`config.mk`:
```
export PLATFORM = sky130hd
export DESIGN_NAME = wb_host_port
export DESIGN_NICKNAME = d
export VERILOG_FILES = /design/src/manycore_pkg.sv /design/src/wb_host_port.sv
export SDC_FILE = /design/constraint.sdc
export NUM_CORES = 1
export LEC_CHECK = 0
export ABC_AREA = 1
export BUFFER_PORTS_ARGS = -buffer_cell sky130_fd_sc_hd__buf_2
export CAP_MARGIN = 40
export CORE_ASPECT_RATIO = 1.25
export CORE_UTILIZATION = 25
export CTS_BUF_LIST = sky130_fd_sc_hd__clkbuf_2
export CTS_CLUSTER_SIZE = 12
export DETAILED_ROUTE_END_ITERATION = 7
export GPL_TIMING_DRIVEN = 0
export RECOVER_POWER = 25
export SKIP_LAST_GASP = 1
export SYNTH_ARGS = -nofsm -noshare
export SYNTH_HDL_FRONTEND = slang
export SYNTH_SLANG_ARGS = --single-unit
export TNS_END_PERCENT = 1
```
`constraint.sdc`:
```
create_clock -name clk_i -period 2.45 [get_ports clk_i]
set_input_delay 0.245 -clock clk_i [delete_from_list [all_inputs] [get_ports clk_i]]
set_output_delay 0.245 -clock clk_i [all_outputs]
set_load 0.05 [all_outputs]
```
`src/manycore_pkg.sv`:
```
// ====================================================================
// manycore word and address definitions
// data, address and byte-select widths seen by the host, plus helpers
// that split a host address into tile index and local address
// ====================================================================
package manycore_pkg;

  localparam int data_width_c = 32;
  localparam int addr_width_c = 16;
  localparam int sel_width_c = data_width_c / 8;
  // room for a tile index inside a packet header
  localparam int max_tile_bits_c = 4;

  // tile index sits in the low address bits
  function automatic int tile_bits_f(input int num_tiles);
    return (num_tiles > 1) ? $clog2(num_tiles) : 1;
  endfunction

  function automatic int local_addr_width_f(input int num_tiles);
    return addr_width_c - tile_bits_f(num_tiles);
  endfunction

  // byte lanes with sel set come from new_word
  function automatic logic [data_width_c-1:0] merge_bytes_f(
    input logic [data_width_c-1:0] old_word,
    input logic [data_width_c-1:0] new_word,
    input logic [sel_width_c-1:0] sel
  );
    logic [data_width_c-1:0] merged;
    merged = old_word;
    for (int b = 0; b < sel_width_c; b++) begin
      if (sel[b]) begin
        merged[8*b +: 8] = new_word[8*b +: 8];
      end
    end
    return merged;
  endfunction

endpackage
```
`src/wb_host_port.sv`:
```
// ====================================================================
// wishbone host port
// classic slave that takes one word request, splits the address into
// tile index and local address and waits for the tile to answer
// ====================================================================
module wb_host_port
  #(parameter int num_tiles_p = 4
    , localparam int tile_bits_lp = manycore_pkg::tile_bits_f(num_tiles_p)
    , localparam int local_addr_width_lp = manycore_pkg::local_addr_width_f(num_tiles_p)
  )
  ( input  logic clk_i
  , input  logic reset_i
  , input  logic wb_cyc_i
  , input  logic wb_stb_i
  , input  logic wb_we_i
  , input  logic [manycore_pkg::addr_width_c-1:0] wb_adr_i
  , input  logic [manycore_pkg::sel_width_c-1:0] wb_sel_i
  , input  logic [manycore_pkg::data_width_c-1:0] wb_dat_i
  , output logic [manycore_pkg::data_width_c-1:0] wb_dat_o
  , output logic wb_ack_o
  , output logic req_v_o
  , output logic [tile_bits_lp-1:0] req_tile_o
  , output logic [local_addr_width_lp-1:0] req_addr_o
  , output logic req_we_o
  , output logic [manycore_pkg::sel_width_c-1:0] req_sel_o
  , output logic [manycore_pkg::data_width_c-1:0] req_data_o
  , input  logic resp_v_i
  , input  logic [manycore_pkg::data_width_c-1:0] resp_data_i
  );

  import manycore_pkg::*;

  typedef enum logic [1:0] {idle_s, busy_s, ack_s} state_e;

  state_e state_r;
  logic start;

  assign start = (state_r == idle_s) && wb_cyc_i && wb_stb_i;

  always_ff @(posedge clk_i) begin
    if (reset_i) begin
      state_r <= idle_s;
      req_v_o <= 1'b0;
    end else begin
      req_v_o <= start;
      case (state_r)
        idle_s: if (start) state_r <= busy_s;
        busy_s: if (resp_v_i) state_r <= ack_s;
        // ack lasts one cycle, the host drops stb after it
        default: state_r <= idle_s;
      endcase
    end
  end

  always_ff @(posedge clk_i) begin
    if (start) begin
      req_tile_o <= wb_adr_i[tile_bits_lp-1:0];
      req_addr_o <= wb_adr_i[addr_width_c-1:tile_bits_lp];
      req_we_o   <= wb_we_i;
      req_sel_o  <= wb_sel_i;
      req_data_o <= wb_dat_i;
    end
    if ((state_r == busy_s) && resp_v_i) begin
      wb_dat_o <= resp_data_i;
    end
  end

  assign wb_ack_o = (state_r == ack_s);

  ack_inside_cycle: assert property (@(posedge clk_i) disable iff (reset_i)
    wb_ack_o |-> wb_cyc_i);

endmodule

```
==> run metrics <==
crit start category primary input; clock sinks 88; worst hold path type in2reg; syn_area_per_cell 25.60 sq um; FF-to-FF Start state_r[0]; Netlist cell types 8; post_cts resized 0; routability cong. 0.7323; DIE WIDTH 94.74 microns; fin util 46.98%; initial antenna violation count 0; Clk pin slew, worst setup/hold paths 0.23 ns; crit path kind in2reg; first-pass detailed-route iteration total 4; hold path start wb_adr_i[8]; Worst Max-Slew Pin Slew 0.3010 ns; Layout Nets 475; Row Count 41; residual DRC count 0; # H-tree levels 3; CTS Buf Count 9; CP Launch Point wb_cyc_i; ant diodes 0; IO buf count 176; peak supply drop 289.9 uV; first-pass GRT wire length 10.63 mm; synthesized cell area 2688 sq um; proportion of layout cells with a drive suffix above 1 50.00%; Pleak 2.035 nW; Post-Syn Instances 105; Arr. time, crit path 2.10 ns; post-route minimum period 1.870 ns; # IOs 177; CTS tree yes; gr ovfl total 0; f_max 534.8 MHz; Worst EP required 2.68 ns; Chip Height 117.9 microns; Die ar. 11170 sq um; status finished, final reports clean; post-DR wirelength/cell 13.62 microns; Skew-Pair Late Insertion Delay 0.51 ns; worst-case clock buffer depth 2; Yosys reg bits 88; vias 2030; synth warn 0; Worst Setup End Kind register; Worst slew margin 79.90%; syn_nets 195; most frequent cells in the layout buf_2 (174), dlygate4sd3_1 (91), edfxtp_1 (85), clkbuf_2 (10), inv_1 (5); Final Cycle Share 76.32%; DRT iter0 DRCs 58; Tot GR Track Use 12.95%; Detail Route Antenna Nets 0; Root Driver clkbuf_2; peak fanout along the critical path 41; Final Setup Violations 0; reg-to-reg slack, setup 1.07 ns; fin. max-slew vios 0; via/cell ratio 3.911; number of global-route vias before repair 2306; Setup Skew 0.03002 ns; initial core utilization 26.20%; RSZ-0062 raised after global routing false; commonest non-fill, non-tap cell in the layout buf_2; fill count 895; largest net degree at the start of global routing 42; Post-DP HPWL 4.535 mm; final hold violations 0; pwr/cell area 621.5 nW/um^2; DRT Wirelength 7.071 mm; total core area 10260 sq um; post-route setup TNS 0 ns; Syn-to-layout area delta 79.33%; Max-Cap Viols 0; Seq/Total Area, Yosys 97.21%
sequential cells by signal (all words and copies together) (netlist names):
name / count
req_data_o: 32
state_r: 2
req_sel_o: 4
req_tile_o: 2
wb_dat_o: 32
req_v_o: 1
req_addr_o: 14
req_we_o: 1
power breakdown:
| group | switching [W] | total (W) | internal, W |
|---|---|---|---|
| logic | 0.000275 | 0.000459 | 0.000185 |
| clock network | 0.000470 | 0.000806 | 0.000336 |
| registers | 0.0000142 | 0.00173 | 0.00172 |
cells in the mapped netlist:
master	instances	area, sq um
inv_1	6	22.52
edfxtp_1	85	2552
nor3_2	1	10.01
nor2_1	3	11.26
dfxtp_1	3	60.06
nand3_1	2	10.01
nor2_2	1	6.260
nand2_1	4	15.01
critical path, cell delays in order:
cell and delay (ns):
dlygate4sd3_1 0.52, buf_2 0.09, nand2_1 0.03, dlygate4sd3_1 0.54
inv_1 0.07, nand2_1 0.06, inv_2 0.24, buf_12 0.27
cell families (layout without fill, tap and decap cells):
family	count (synthesis)	count (layout)	share of synthesized area, %
DFF	88	88	97.21
buffers and inverters	6	291	0.8379
and+or+nand+nor	11	11	1.955
final cells by class:
cell class | instances | area, sq um | share of cell area, %
clock buffer | 10 | 50.05 | 1.038
tap | 129 | 161.4 | 3.349
sequential | 88 | 2613 | 54.21
timing repair buffer | 269 | 1829 | 37.95
inverter | 6 | 22.52 | 0.4673
clock inverter | 6 | 83.83 | 1.739
multi-input combinational | 11 | 60.06 | 1.246
what timing repair did:
action                                  CTS  global route
hold buffers                             91             0
endpoints found under the hold margin    88             0
endpoints found under the setup margin    0             0
setup buffers                             0             0
routing by layer:
layer / share of wire (%) / wire, microns / up-vias / global-route usage, %
met5: 0 / 0 / - / 0
met4: 1.5 / 107 / 0 / 5.682
met3: 12 / 852 / 9 / 5.814
met2: 48 / 3419 / 138 / 22.48
met1: 38 / 2691 / 921 / 13.03
li1: - / - / 962 / -
per-stage QoR:
step | area, sq um | hold WS (ns) | power [W] | std cells | setup slack (ns)
final | 4820 | 0.4160 | 0.002996 | 519 | 0.5802
after global routing | 4820 | 0.3113 | 0.003129 | 519 | 0.5439
after CTS | 4822 | 0.3229 | 0.003044 | 519 | 0.6548
after detailed placement | 3777 | 0.4231 | 0.002111 | 412 | 1.077
after global placement | 3730 | 0.4214 | 0.002100 | 410 | -0.4004
after floorplan | 2688 | 0.3159 | 0.001976 | 105 | 0.2172
final timing paths:
check              endpoint  depth (start not counted)
max          req_data_o[14]                          8
min reg2reg         req_v_o                          3
max reg2reg  req_data_o[14]                          4
min           req_addr_o[6]                          2
Note: power is estimated with default switching activity, not from simulation.
