[config.mk]
export PLATFORM = sky130hd
export DESIGN_NAME = vcache_tile_array
export DESIGN_NICKNAME = d
export VERILOG_FILES = /design/src/manycore_pkg.sv /design/src/wh_pkg.sv /design/src/vcache_tile_array.sv /design/src/vcache_tile.sv
export SDC_FILE = /design/constraint.sdc
export NUM_CORES = 2
export LEC_CHECK = 0
export BUFFER_PORTS_ARGS = -buffer_cell sky130_fd_sc_hd__buf_4
export CORE_MARGIN = 1
export CORE_UTILIZATION = 40
export DETAILED_ROUTE_END_ITERATION = 8
export PLACE_DENSITY = 0.65
export SLEW_MARGIN = 15
export SYNTH_ARGS = -nofsm -noshare
export SYNTH_HDL_FRONTEND = slang
export SYNTH_SLANG_ARGS = --single-unit
[constraint.sdc]
create_clock -name clk_i -period 7.99 [get_ports clk_i]
set_clock_uncertainty 0.1 [all_clocks]
set_input_delay 0 -clock clk_i [delete_from_list [all_inputs] [get_ports clk_i]]
set_output_delay 0 -clock clk_i [all_outputs]
set_load 0.03 [all_outputs]
[src/manycore_pkg.sv]
// ====================================================================
// manycore word and address definitions
// data, address and byte-select widths seen by the host, plus helpers
// that split a host address into tile index and local address
// ====================================================================
package manycore_pkg;

  localparam int data_width_c = 32;
  localparam int addr_width_c = 16;
  localparam int sel_width_c = data_width_c / 8;
  // room for a tile index inside a packet header
  localparam int max_tile_bits_c = 4;

  // tile index sits in the low address bits
  function automatic int tile_bits_f(input int num_tiles);
    return (num_tiles > 1) ? $clog2(num_tiles) : 1;
  endfunction

  function automatic int local_addr_width_f(input int num_tiles);
    return addr_width_c - tile_bits_f(num_tiles);
  endfunction

  // byte lanes with sel set come from new_word
  function automatic logic [data_width_c-1:0] merge_bytes_f(
    input logic [data_width_c-1:0] old_word,
    input logic [data_width_c-1:0] new_word,
    input logic [sel_width_c-1:0] sel
  );
    logic [data_width_c-1:0] merged;
    merged = old_word;
    for (int b = 0; b < sel_width_c; b++) begin
      if (sel[b]) begin
        merged[8*b +: 8] = new_word[8*b +: 8];
      end
    end
    return merged;
  endfunction

endpackage
[src/wh_pkg.sv]
// ====================================================================
// wormhole flit definitions
// opcodes and the flit word of the tile-to-edge link, which carries
// either a packet header or a data word
// ====================================================================
package wh_pkg;

  localparam int flit_width_c = 40;

  typedef enum logic [1:0] {
    wh_op_read_e  = 2'b00,
    wh_op_write_e = 2'b01
  } wh_op_e;

  // bits taken by the header fields
  localparam int hdr_used_c = 2 + manycore_pkg::sel_width_c + 1
                              + manycore_pkg::max_tile_bits_c + manycore_pkg::addr_width_c;

  typedef struct packed {
    wh_op_e                                opcode;
    logic [manycore_pkg::sel_width_c-1:0]  sel;
    // a data flit follows this header
    logic                                  has_data;
    logic [manycore_pkg::max_tile_bits_c-1:0] src_tile;
    logic [manycore_pkg::addr_width_c-1:0] addr;
    logic [flit_width_c-hdr_used_c-1:0]    unused;
  } wh_hdr_s;

  typedef struct packed {
    logic [manycore_pkg::data_width_c-1:0]            data;
    logic [flit_width_c-manycore_pkg::data_width_c-1:0] unused;
  } wh_data_s;

  // same 40 bits, decoded by position in the packet
  typedef union packed {
    wh_hdr_s  hdr;
    wh_data_s payload;
  } wh_flit_u;

endpackage

[src/vcache_tile_array.sv]
// ====================================================================
// vcache tile array
// row of tiles sharing one flit link; steers host requests to the
// addressed tile and memory responses to the tile that asked
// ====================================================================
module vcache_tile_array
  #(parameter int num_tiles_p = 4
    , parameter int sets_p = 16
    , localparam int tile_bits_lp = manycore_pkg::tile_bits_f(num_tiles_p)
    , localparam int local_addr_width_lp = manycore_pkg::local_addr_width_f(num_tiles_p)
  )
  ( input  logic clk_i
  , input  logic reset_i
  , input  logic req_v_i
  , input  logic [tile_bits_lp-1:0] req_tile_i
  , input  logic [local_addr_width_lp-1:0] req_addr_i
  , input  logic req_we_i
  , input  logic [manycore_pkg::sel_width_c-1:0] req_sel_i
  , input  logic [manycore_pkg::data_width_c-1:0] req_data_i
  , output logic resp_v_o
  , output logic [manycore_pkg::data_width_c-1:0] resp_data_o
  , output wh_pkg::wh_flit_u flit_o
  , output logic flit_v_o
  , input  logic flit_ready_i
  , input  logic mem_resp_v_i
  , input  logic [manycore_pkg::data_width_c-1:0] mem_resp_data_i
  , input  logic [manycore_pkg::max_tile_bits_c-1:0] mem_resp_tile_i
  );

  import manycore_pkg::*;
  import wh_pkg::*;

  logic [num_tiles_p-1:0]  tile_req_v;
  logic [num_tiles_p-1:0]  tile_resp_v;
  logic [num_tiles_p-1:0]  tile_flit_v;
  logic [num_tiles_p-1:0]  tile_mem_resp_v;
  logic [data_width_c-1:0] tile_resp_data [num_tiles_p];
  wh_flit_u                tile_flit [num_tiles_p];

  for (genvar i = 0; i < num_tiles_p; i++) begin : tile
    assign tile_req_v[i] = req_v_i && (req_tile_i == tile_bits_lp'(i));
    assign tile_mem_resp_v[i] = mem_resp_v_i && (mem_resp_tile_i == max_tile_bits_c'(i));

    vcache_tile #(
      .num_tiles_p(num_tiles_p)
      ,.sets_p(sets_p)
    ) vc (
      .clk_i(clk_i)
      ,.reset_i(reset_i)
      ,.req_v_i(tile_req_v[i])
      ,.req_addr_i(req_addr_i)
      ,.req_we_i(req_we_i)
      ,.req_sel_i(req_sel_i)
      ,.req_data_i(req_data_i)
      ,.resp_v_o(tile_resp_v[i])
      ,.resp_data_o(tile_resp_data[i])
      ,.flit_o(tile_flit[i])
      ,.flit_v_o(tile_flit_v[i])
      ,.flit_ready_i(flit_ready_i)
      ,.mem_resp_v_i(tile_mem_resp_v[i])
      ,.mem_resp_data_i(mem_resp_data_i)
      ,.tile_id_i(max_tile_bits_c'(i))
    );
  end

  // only the busy tile ever drives, so an OR and a pick are enough
  always_comb begin
    resp_data_o = '0;
    flit_o = '0;
    for (int i = 0; i < num_tiles_p; i++) begin
      if (tile_resp_v[i]) resp_data_o = resp_data_o | tile_resp_data[i];
      if (tile_flit_v[i]) flit_o = tile_flit[i];
    end
  end

  assign resp_v_o = |tile_resp_v;
  assign flit_v_o = |tile_flit_v;

  one_sender: assert property (@(posedge clk_i) disable iff (reset_i)
    $onehot0(tile_flit_v));

endmodule

[src/vcache_tile.sv]
// ====================================================================
// vcache tile
// direct-mapped, write-through, no-write-allocate cache of one-word
// lines; misses and writes go to edge memory as flit packets
// ====================================================================
module vcache_tile
  #(parameter int num_tiles_p = 4
    , parameter int sets_p = 16
    , localparam int local_addr_width_lp = manycore_pkg::local_addr_width_f(num_tiles_p)
    , localparam int set_bits_lp = $clog2(sets_p)
    , localparam int tag_width_lp = local_addr_width_lp - set_bits_lp
  )
  ( input  logic clk_i
  , input  logic reset_i
  , input  logic req_v_i
  , input  logic [local_addr_width_lp-1:0] req_addr_i
  , input  logic req_we_i
  , input  logic [manycore_pkg::sel_width_c-1:0] req_sel_i
  , input  logic [manycore_pkg::data_width_c-1:0] req_data_i
  , output logic resp_v_o
  , output logic [manycore_pkg::data_width_c-1:0] resp_data_o
  , output wh_pkg::wh_flit_u flit_o
  , output logic flit_v_o
  , input  logic flit_ready_i
  , input  logic mem_resp_v_i
  , input  logic [manycore_pkg::data_width_c-1:0] mem_resp_data_i
  , input  logic [manycore_pkg::max_tile_bits_c-1:0] tile_id_i
  );

  import manycore_pkg::*;
  import wh_pkg::*;

  typedef enum logic [1:0] {idle_s, send_hdr_s, send_data_s, wait_s} state_e;

  state_e state_r;

  logic [sets_p-1:0]       valid_r;
  logic [tag_width_lp-1:0] tag_mem [sets_p];
  logic [data_width_c-1:0] data_mem [sets_p];

  // request held while memory is involved
  logic [local_addr_width_lp-1:0] addr_r;
  logic                    we_r;
  logic [sel_width_c-1:0]  sel_r;
  logic [data_width_c-1:0] data_r;

  logic [set_bits_lp-1:0]  req_idx;
  logic [set_bits_lp-1:0]  pend_idx;
  logic [tag_width_lp-1:0] req_tag;
  logic [tag_width_lp-1:0] pend_tag;
  logic req_hit;
  logic pend_hit;
  logic read_hit;
  logic mem_done;

  assign req_idx  = req_addr_i[set_bits_lp-1:0];
  assign req_tag  = req_addr_i[local_addr_width_lp-1:set_bits_lp];
  assign req_hit  = valid_r[req_idx] && (tag_mem[req_idx] == req_tag);
  assign pend_idx = addr_r[set_bits_lp-1:0];
  assign pend_tag = addr_r[local_addr_width_lp-1:set_bits_lp];
  assign pend_hit = valid_r[pend_idx] && (tag_mem[pend_idx] == pend_tag);

  assign read_hit = (state_r == idle_s) && req_v_i && !req_we_i && req_hit;
  assign mem_done = (state_r == wait_s) && mem_resp_v_i;

  always_ff @(posedge clk_i) begin
    if (reset_i) begin
      state_r  <= idle_s;
      resp_v_o <= 1'b0;
      valid_r  <= '0;
    end else begin
      resp_v_o <= read_hit || mem_done;
      case (state_r)
        idle_s: if (req_v_i && !read_hit) state_r <= send_hdr_s;
        send_hdr_s: if (flit_ready_i) state_r <= we_r ? send_data_s : wait_s;
        send_data_s: if (flit_ready_i) state_r <= wait_s;
        default: begin
          if (mem_resp_v_i) begin
            state_r <= idle_s;
            // only a read miss allocates
            if (!we_r) valid_r[pend_idx] <= 1'b1;
          end
        end
      endcase
    end
  end

  always_ff @(posedge clk_i) begin
    if ((state_r == idle_s) && req_v_i) begin
      addr_r <= req_addr_i;
      we_r   <= req_we_i;
      sel_r  <= req_sel_i;
      data_r <= req_data_i;
    end
    if (read_hit) begin
      resp_data_o <= data_mem[req_idx];
    end
    if (mem_done) begin
      resp_data_o <= mem_resp_data_i;
      if (!we_r) begin
        tag_mem[pend_idx]  <= pend_tag;
        data_mem[pend_idx] <= mem_resp_data_i;
      end else if (pend_hit) begin
        data_mem[pend_idx] <= merge_bytes_f(data_mem[pend_idx], data_r, sel_r);
      end
    end
  end

  // header first, then the write data
  always_comb begin
    flit_o = '0;
    if (state_r == send_data_s) begin
      flit_o.payload.data = data_r;
    end else begin
      flit_o.hdr.opcode   = we_r ? wh_op_write_e : wh_op_read_e;
      flit_o.hdr.sel      = sel_r;
      flit_o.hdr.has_data = we_r;
      flit_o.hdr.src_tile = tile_id_i;
      flit_o.hdr.addr     = addr_width_c'(addr_r);
    end
  end

  assign flit_v_o = (state_r == send_hdr_s) || (state_r == send_data_s);

  flit_held: assert property (@(posedge clk_i) disable iff (reset_i)
    flit_v_o && !flit_ready_i |=> flit_v_o && $stable(flit_o));

endmodule

==> impl_metrics.env <==
export IMPL_outcome="finished, final reports clean"
export IMPL_die_h_um=570
export IMPL_drive_above_1_share_pct=30.5
export IMPL_rsz0062_at_grt="false"
export IMPL_p_clk_share_pct=41.8
export IMPL_yosys_warnings=0
export IMPL_min_path_type="in2reg"
export IMPL_syn_to_final_growth_pct=13.6
export IMPL_final_max_slew_viol_count=0
export IMPL_setup_tns_ns=0
export IMPL_min_period_over_period_pct=70.1
export IMPL_synth_seq_area_share_pct=71.7
export IMPL_maxCapViolations=0
export IMPL_grt_max_degree=154
export IMPL_clkTransAtPathRegs_ns=0.06
export IMPL_row_count=208
export IMPL_wl_per_cell_um=35.1
export IMPL_cp_start_kind="flip-flop"
export IMPL_gp_congestion=0.937
export IMPL_crit_type="reg2reg"
export IMPL_synth_top_cell_area_share_pct=70.3
export IMPL_worstPathArrival_ns=6.02
export IMPL_hold_worst_slack_ns=0.0577
export IMPL_cp_max_fo=16
export IMPL_sw_frac_of_total_pct=22.8
export IMPL_via_count=68144
export IMPL_worstSetupEndpointType="flip-flop"
export IMPL_layout_nets=6731
export IMPL_post_cts_buffers=0
export IMPL_via_per_inst=6.09
export IMPL_grt_pass1_vias=67838
export IMPL_track_usage_pct=24.0
export IMPL_layout_cells_non_filler=11187
export IMPL_syn_area_mm2=0.129
export IMPL_seqPwrFrac_pct=50.8
export IMPL_die_area_mm2=0.325
export IMPL_ys_flop_type="edfxtp_1"
export IMPL_synth_area_top_cells="edfxtp_1, mux4_2, mux2_2"
export IMPL_final_setup_viol_count=0
export IMPL_p_leak_nw=45.7
export IMPL_yosysTopAreaCell="edfxtp_1"
export IMPL_worstMarginPinSlew_ns=1.31
export IMPL_peakVddDrop_mv=0.172
export IMPL_insertion_delay_ns=0.89
export IMPL_reg2reg_slack_ns=2.39
export IMPL_grt_ovfl_total=0
export IMPL_ys_types=68
export IMPL_htreeDepth=5
export IMPL_initialDrtViolationCount=9237
export IMPL_antenna_found_initial=16
export IMPL_root_buffer="clkbuf_16"
export IMPL_cellPowerDensity_mw_per_mm2=243
export IMPL_report_power_total_mw=35.6
export IMPL_final_common_cell="edfxtp_1"
export IMPL_die_x_um=570
export IMPL_drt_total_wl_mm=392
export IMPL_synth_edff_count=3020
export IMPL_slew_headroom_pct=12.4
export IMPL_netlist_instances=6297
export IMPL_synth_async_reset_ratio_pct=0
export IMPL_setup_ws_ns=2.39
export IMPL_dp_cells=10470
export IMPL_combPwrFrac_pct=7.4
export IMPL_cts_hold_buf=137
export IMPL_first_pass_iters=5
export IMPL_syn_avg_cell_area_um2=20.5
export IMPL_cts_buffers=309
export IMPL_p_sw_mw=8.11
export IMPL_finalHoldViolCount=0
export IMPL_cts_tree="done"
export IMPL_max_freq_mhz=179
export IMPL_io_pins=168
export IMPL_ys_ff_latch=3112
export IMPL_mostFrequentLayoutCells="edfxtp_1, mux4_2, nor2_1"
export IMPL_intPower_mw=27.5
export IMPL_post_dp_hpwl_mm=262
export IMPL_cts_resized=0
export IMPL_min_period_ns=5.60
export IMPL_cts_path_max_buffers=4
export IMPL_clock_sinks=3112
export IMPL_fp_coreArea_mm2=0.321
export IMPL_port_buffers=159
export IMPL_drc_errors=0
export IMPL_dpl_worst_slack_ns=2.36
export IMPL_ant_nets=0
export IMPL_required_ns=8.41
export IMPL_grt_pass1_wl_mm=543
export IMPL_start_util_pct=40.2
critical path, cell delays in order, from the launching register on:
cell,delay [ns]
edfxtp_1,0.83
mux4_2,0.36
nor2b_1,0.14
a211oi_1,0.06
a2111oi_0,1.07
nand4_1,0.63
or4_1,0.83
and2_1,0.51
nor2_1,0.68
flip-flops by register name, summed over array words and instances (netlist names), named ones only:
| name | cells |
|---|---|
| tile.vc.resp_v_o | 4 |
| tile.vc.resp_data_o | 128 |
| tile.vc.state_r | 8 |
| tile.vc.tag_mem | 640 |
| tile.vc.sel_r | 16 |
| tile.vc.we_r | 4 |
| tile.vc.addr_r | 56 |
| tile.vc.data_mem | 2048 |
| tile.vc.valid_r | 64 |
| tile.vc.data_r | 128 |
stage by stage:
step           instance area [um2]  utilization [%]
5_1_grt                     147000             45.7
2_1_floorplan               129000                -
3_5_place_dp                135000             42.0
3_3_place_gp                135000             42.0
6_report                    147000             45.7
4_1_cts                     146000             45.6
final timing paths:
check                             start                     endpoint  cells after the start
setup / recovery   tile[2].vc.addr_r[0]  tile[2].vc.data_mem[13][22]                      8
hold / removal            req_addr_i[6]         tile[3].vc.addr_r[6]                      2
setup reg to reg   tile[2].vc.addr_r[0]  tile[2].vc.data_mem[13][22]                      8
hold reg to reg   tile[3].vc.valid_r[6]        tile[3].vc.valid_r[6]                      2
synthesized netlist by cell type (13+ instances only):
| cell | number |
|---|---|
| edfxtp_1 | 3020 |
| mux2i_1 | 189 |
| nor2b_1 | 29 |
| nand4_1 | 27 |
| buf_1 | 75 |
| nor2_1 | 460 |
| a22oi_1 | 96 |
| dfxtp_1 | 92 |
| a211oi_1 | 13 |
| nand2_1 | 160 |
| a41oi_1 | 18 |
| inv_1 | 36 |
| and3_1 | 13 |
| mux4_2 | 985 |
| o21ai_0 | 44 |
| mux2_2 | 304 |
| a21oi_1 | 49 |
| xor2_1 | 25 |
| o221ai_1 | 20 |
| a31oi_1 | 34 |
| buf_6 | 14 |
| xnor2_1 | 60 |
| buf_4 | 15 |
| ha_1 | 19 |
| nand3_1 | 42 |
| clkbuf_1 | 270 |
| buf_2 | 39 |
metal layers:
metal  up-vias  GRT usage, %  share of wire [%]
met4         6          17.3                8.3
met3       874          5.30                9.4
met5         -             0              0.010
met2      4230          37.2                 47
li1      26885             -                  -
met1     36149          29.7                 36
cell type report:
cell class	count	area, um2
Tap cell	4305	5390
Multi-Input combinational cell	2736	34600
Timing Repair Buffer	421	3610
Clock buffer	358	8120
Antenna cell	27	67.6
Fill cell	26411	174000
Sequential cell	3112	92500
Clock inverter	190	2090
Inverter	38	150
power by group through the flow:
| stage | clock [mW] | combinational (mW) | sequential, mW |
|---|---|---|---|
| finish | 14.9 | 2.65 | 18.1 |
| global route | 15.6 | 2.72 | 18.1 |
| CTS | 15.0 | 2.64 | 18.1 |
| detailed placement | 0 | 2.56 | 18.4 |
| global placement | 0 | 2.54 | 18.4 |
| floorplan | 0 | 1.53 | 18.3 |
logic make-up after synthesis:
family / count (synthesis) / share of synthesized area, %
adder cells (fa/ha/maj): 19 / 0.184
buffers and inverters: 456 / 1.51
AO/OA/AOI/OAI: 333 / 1.81
flip-flops: 3112 / 71.7
AND/OR/NAND/NOR: 805 / 2.71
XOR/XNOR: 85 / 0.577
multiplexers: 1486 / 21.5
other: 1 / 0.00291
No activity file was read; power rests on OpenSTA's default activity.
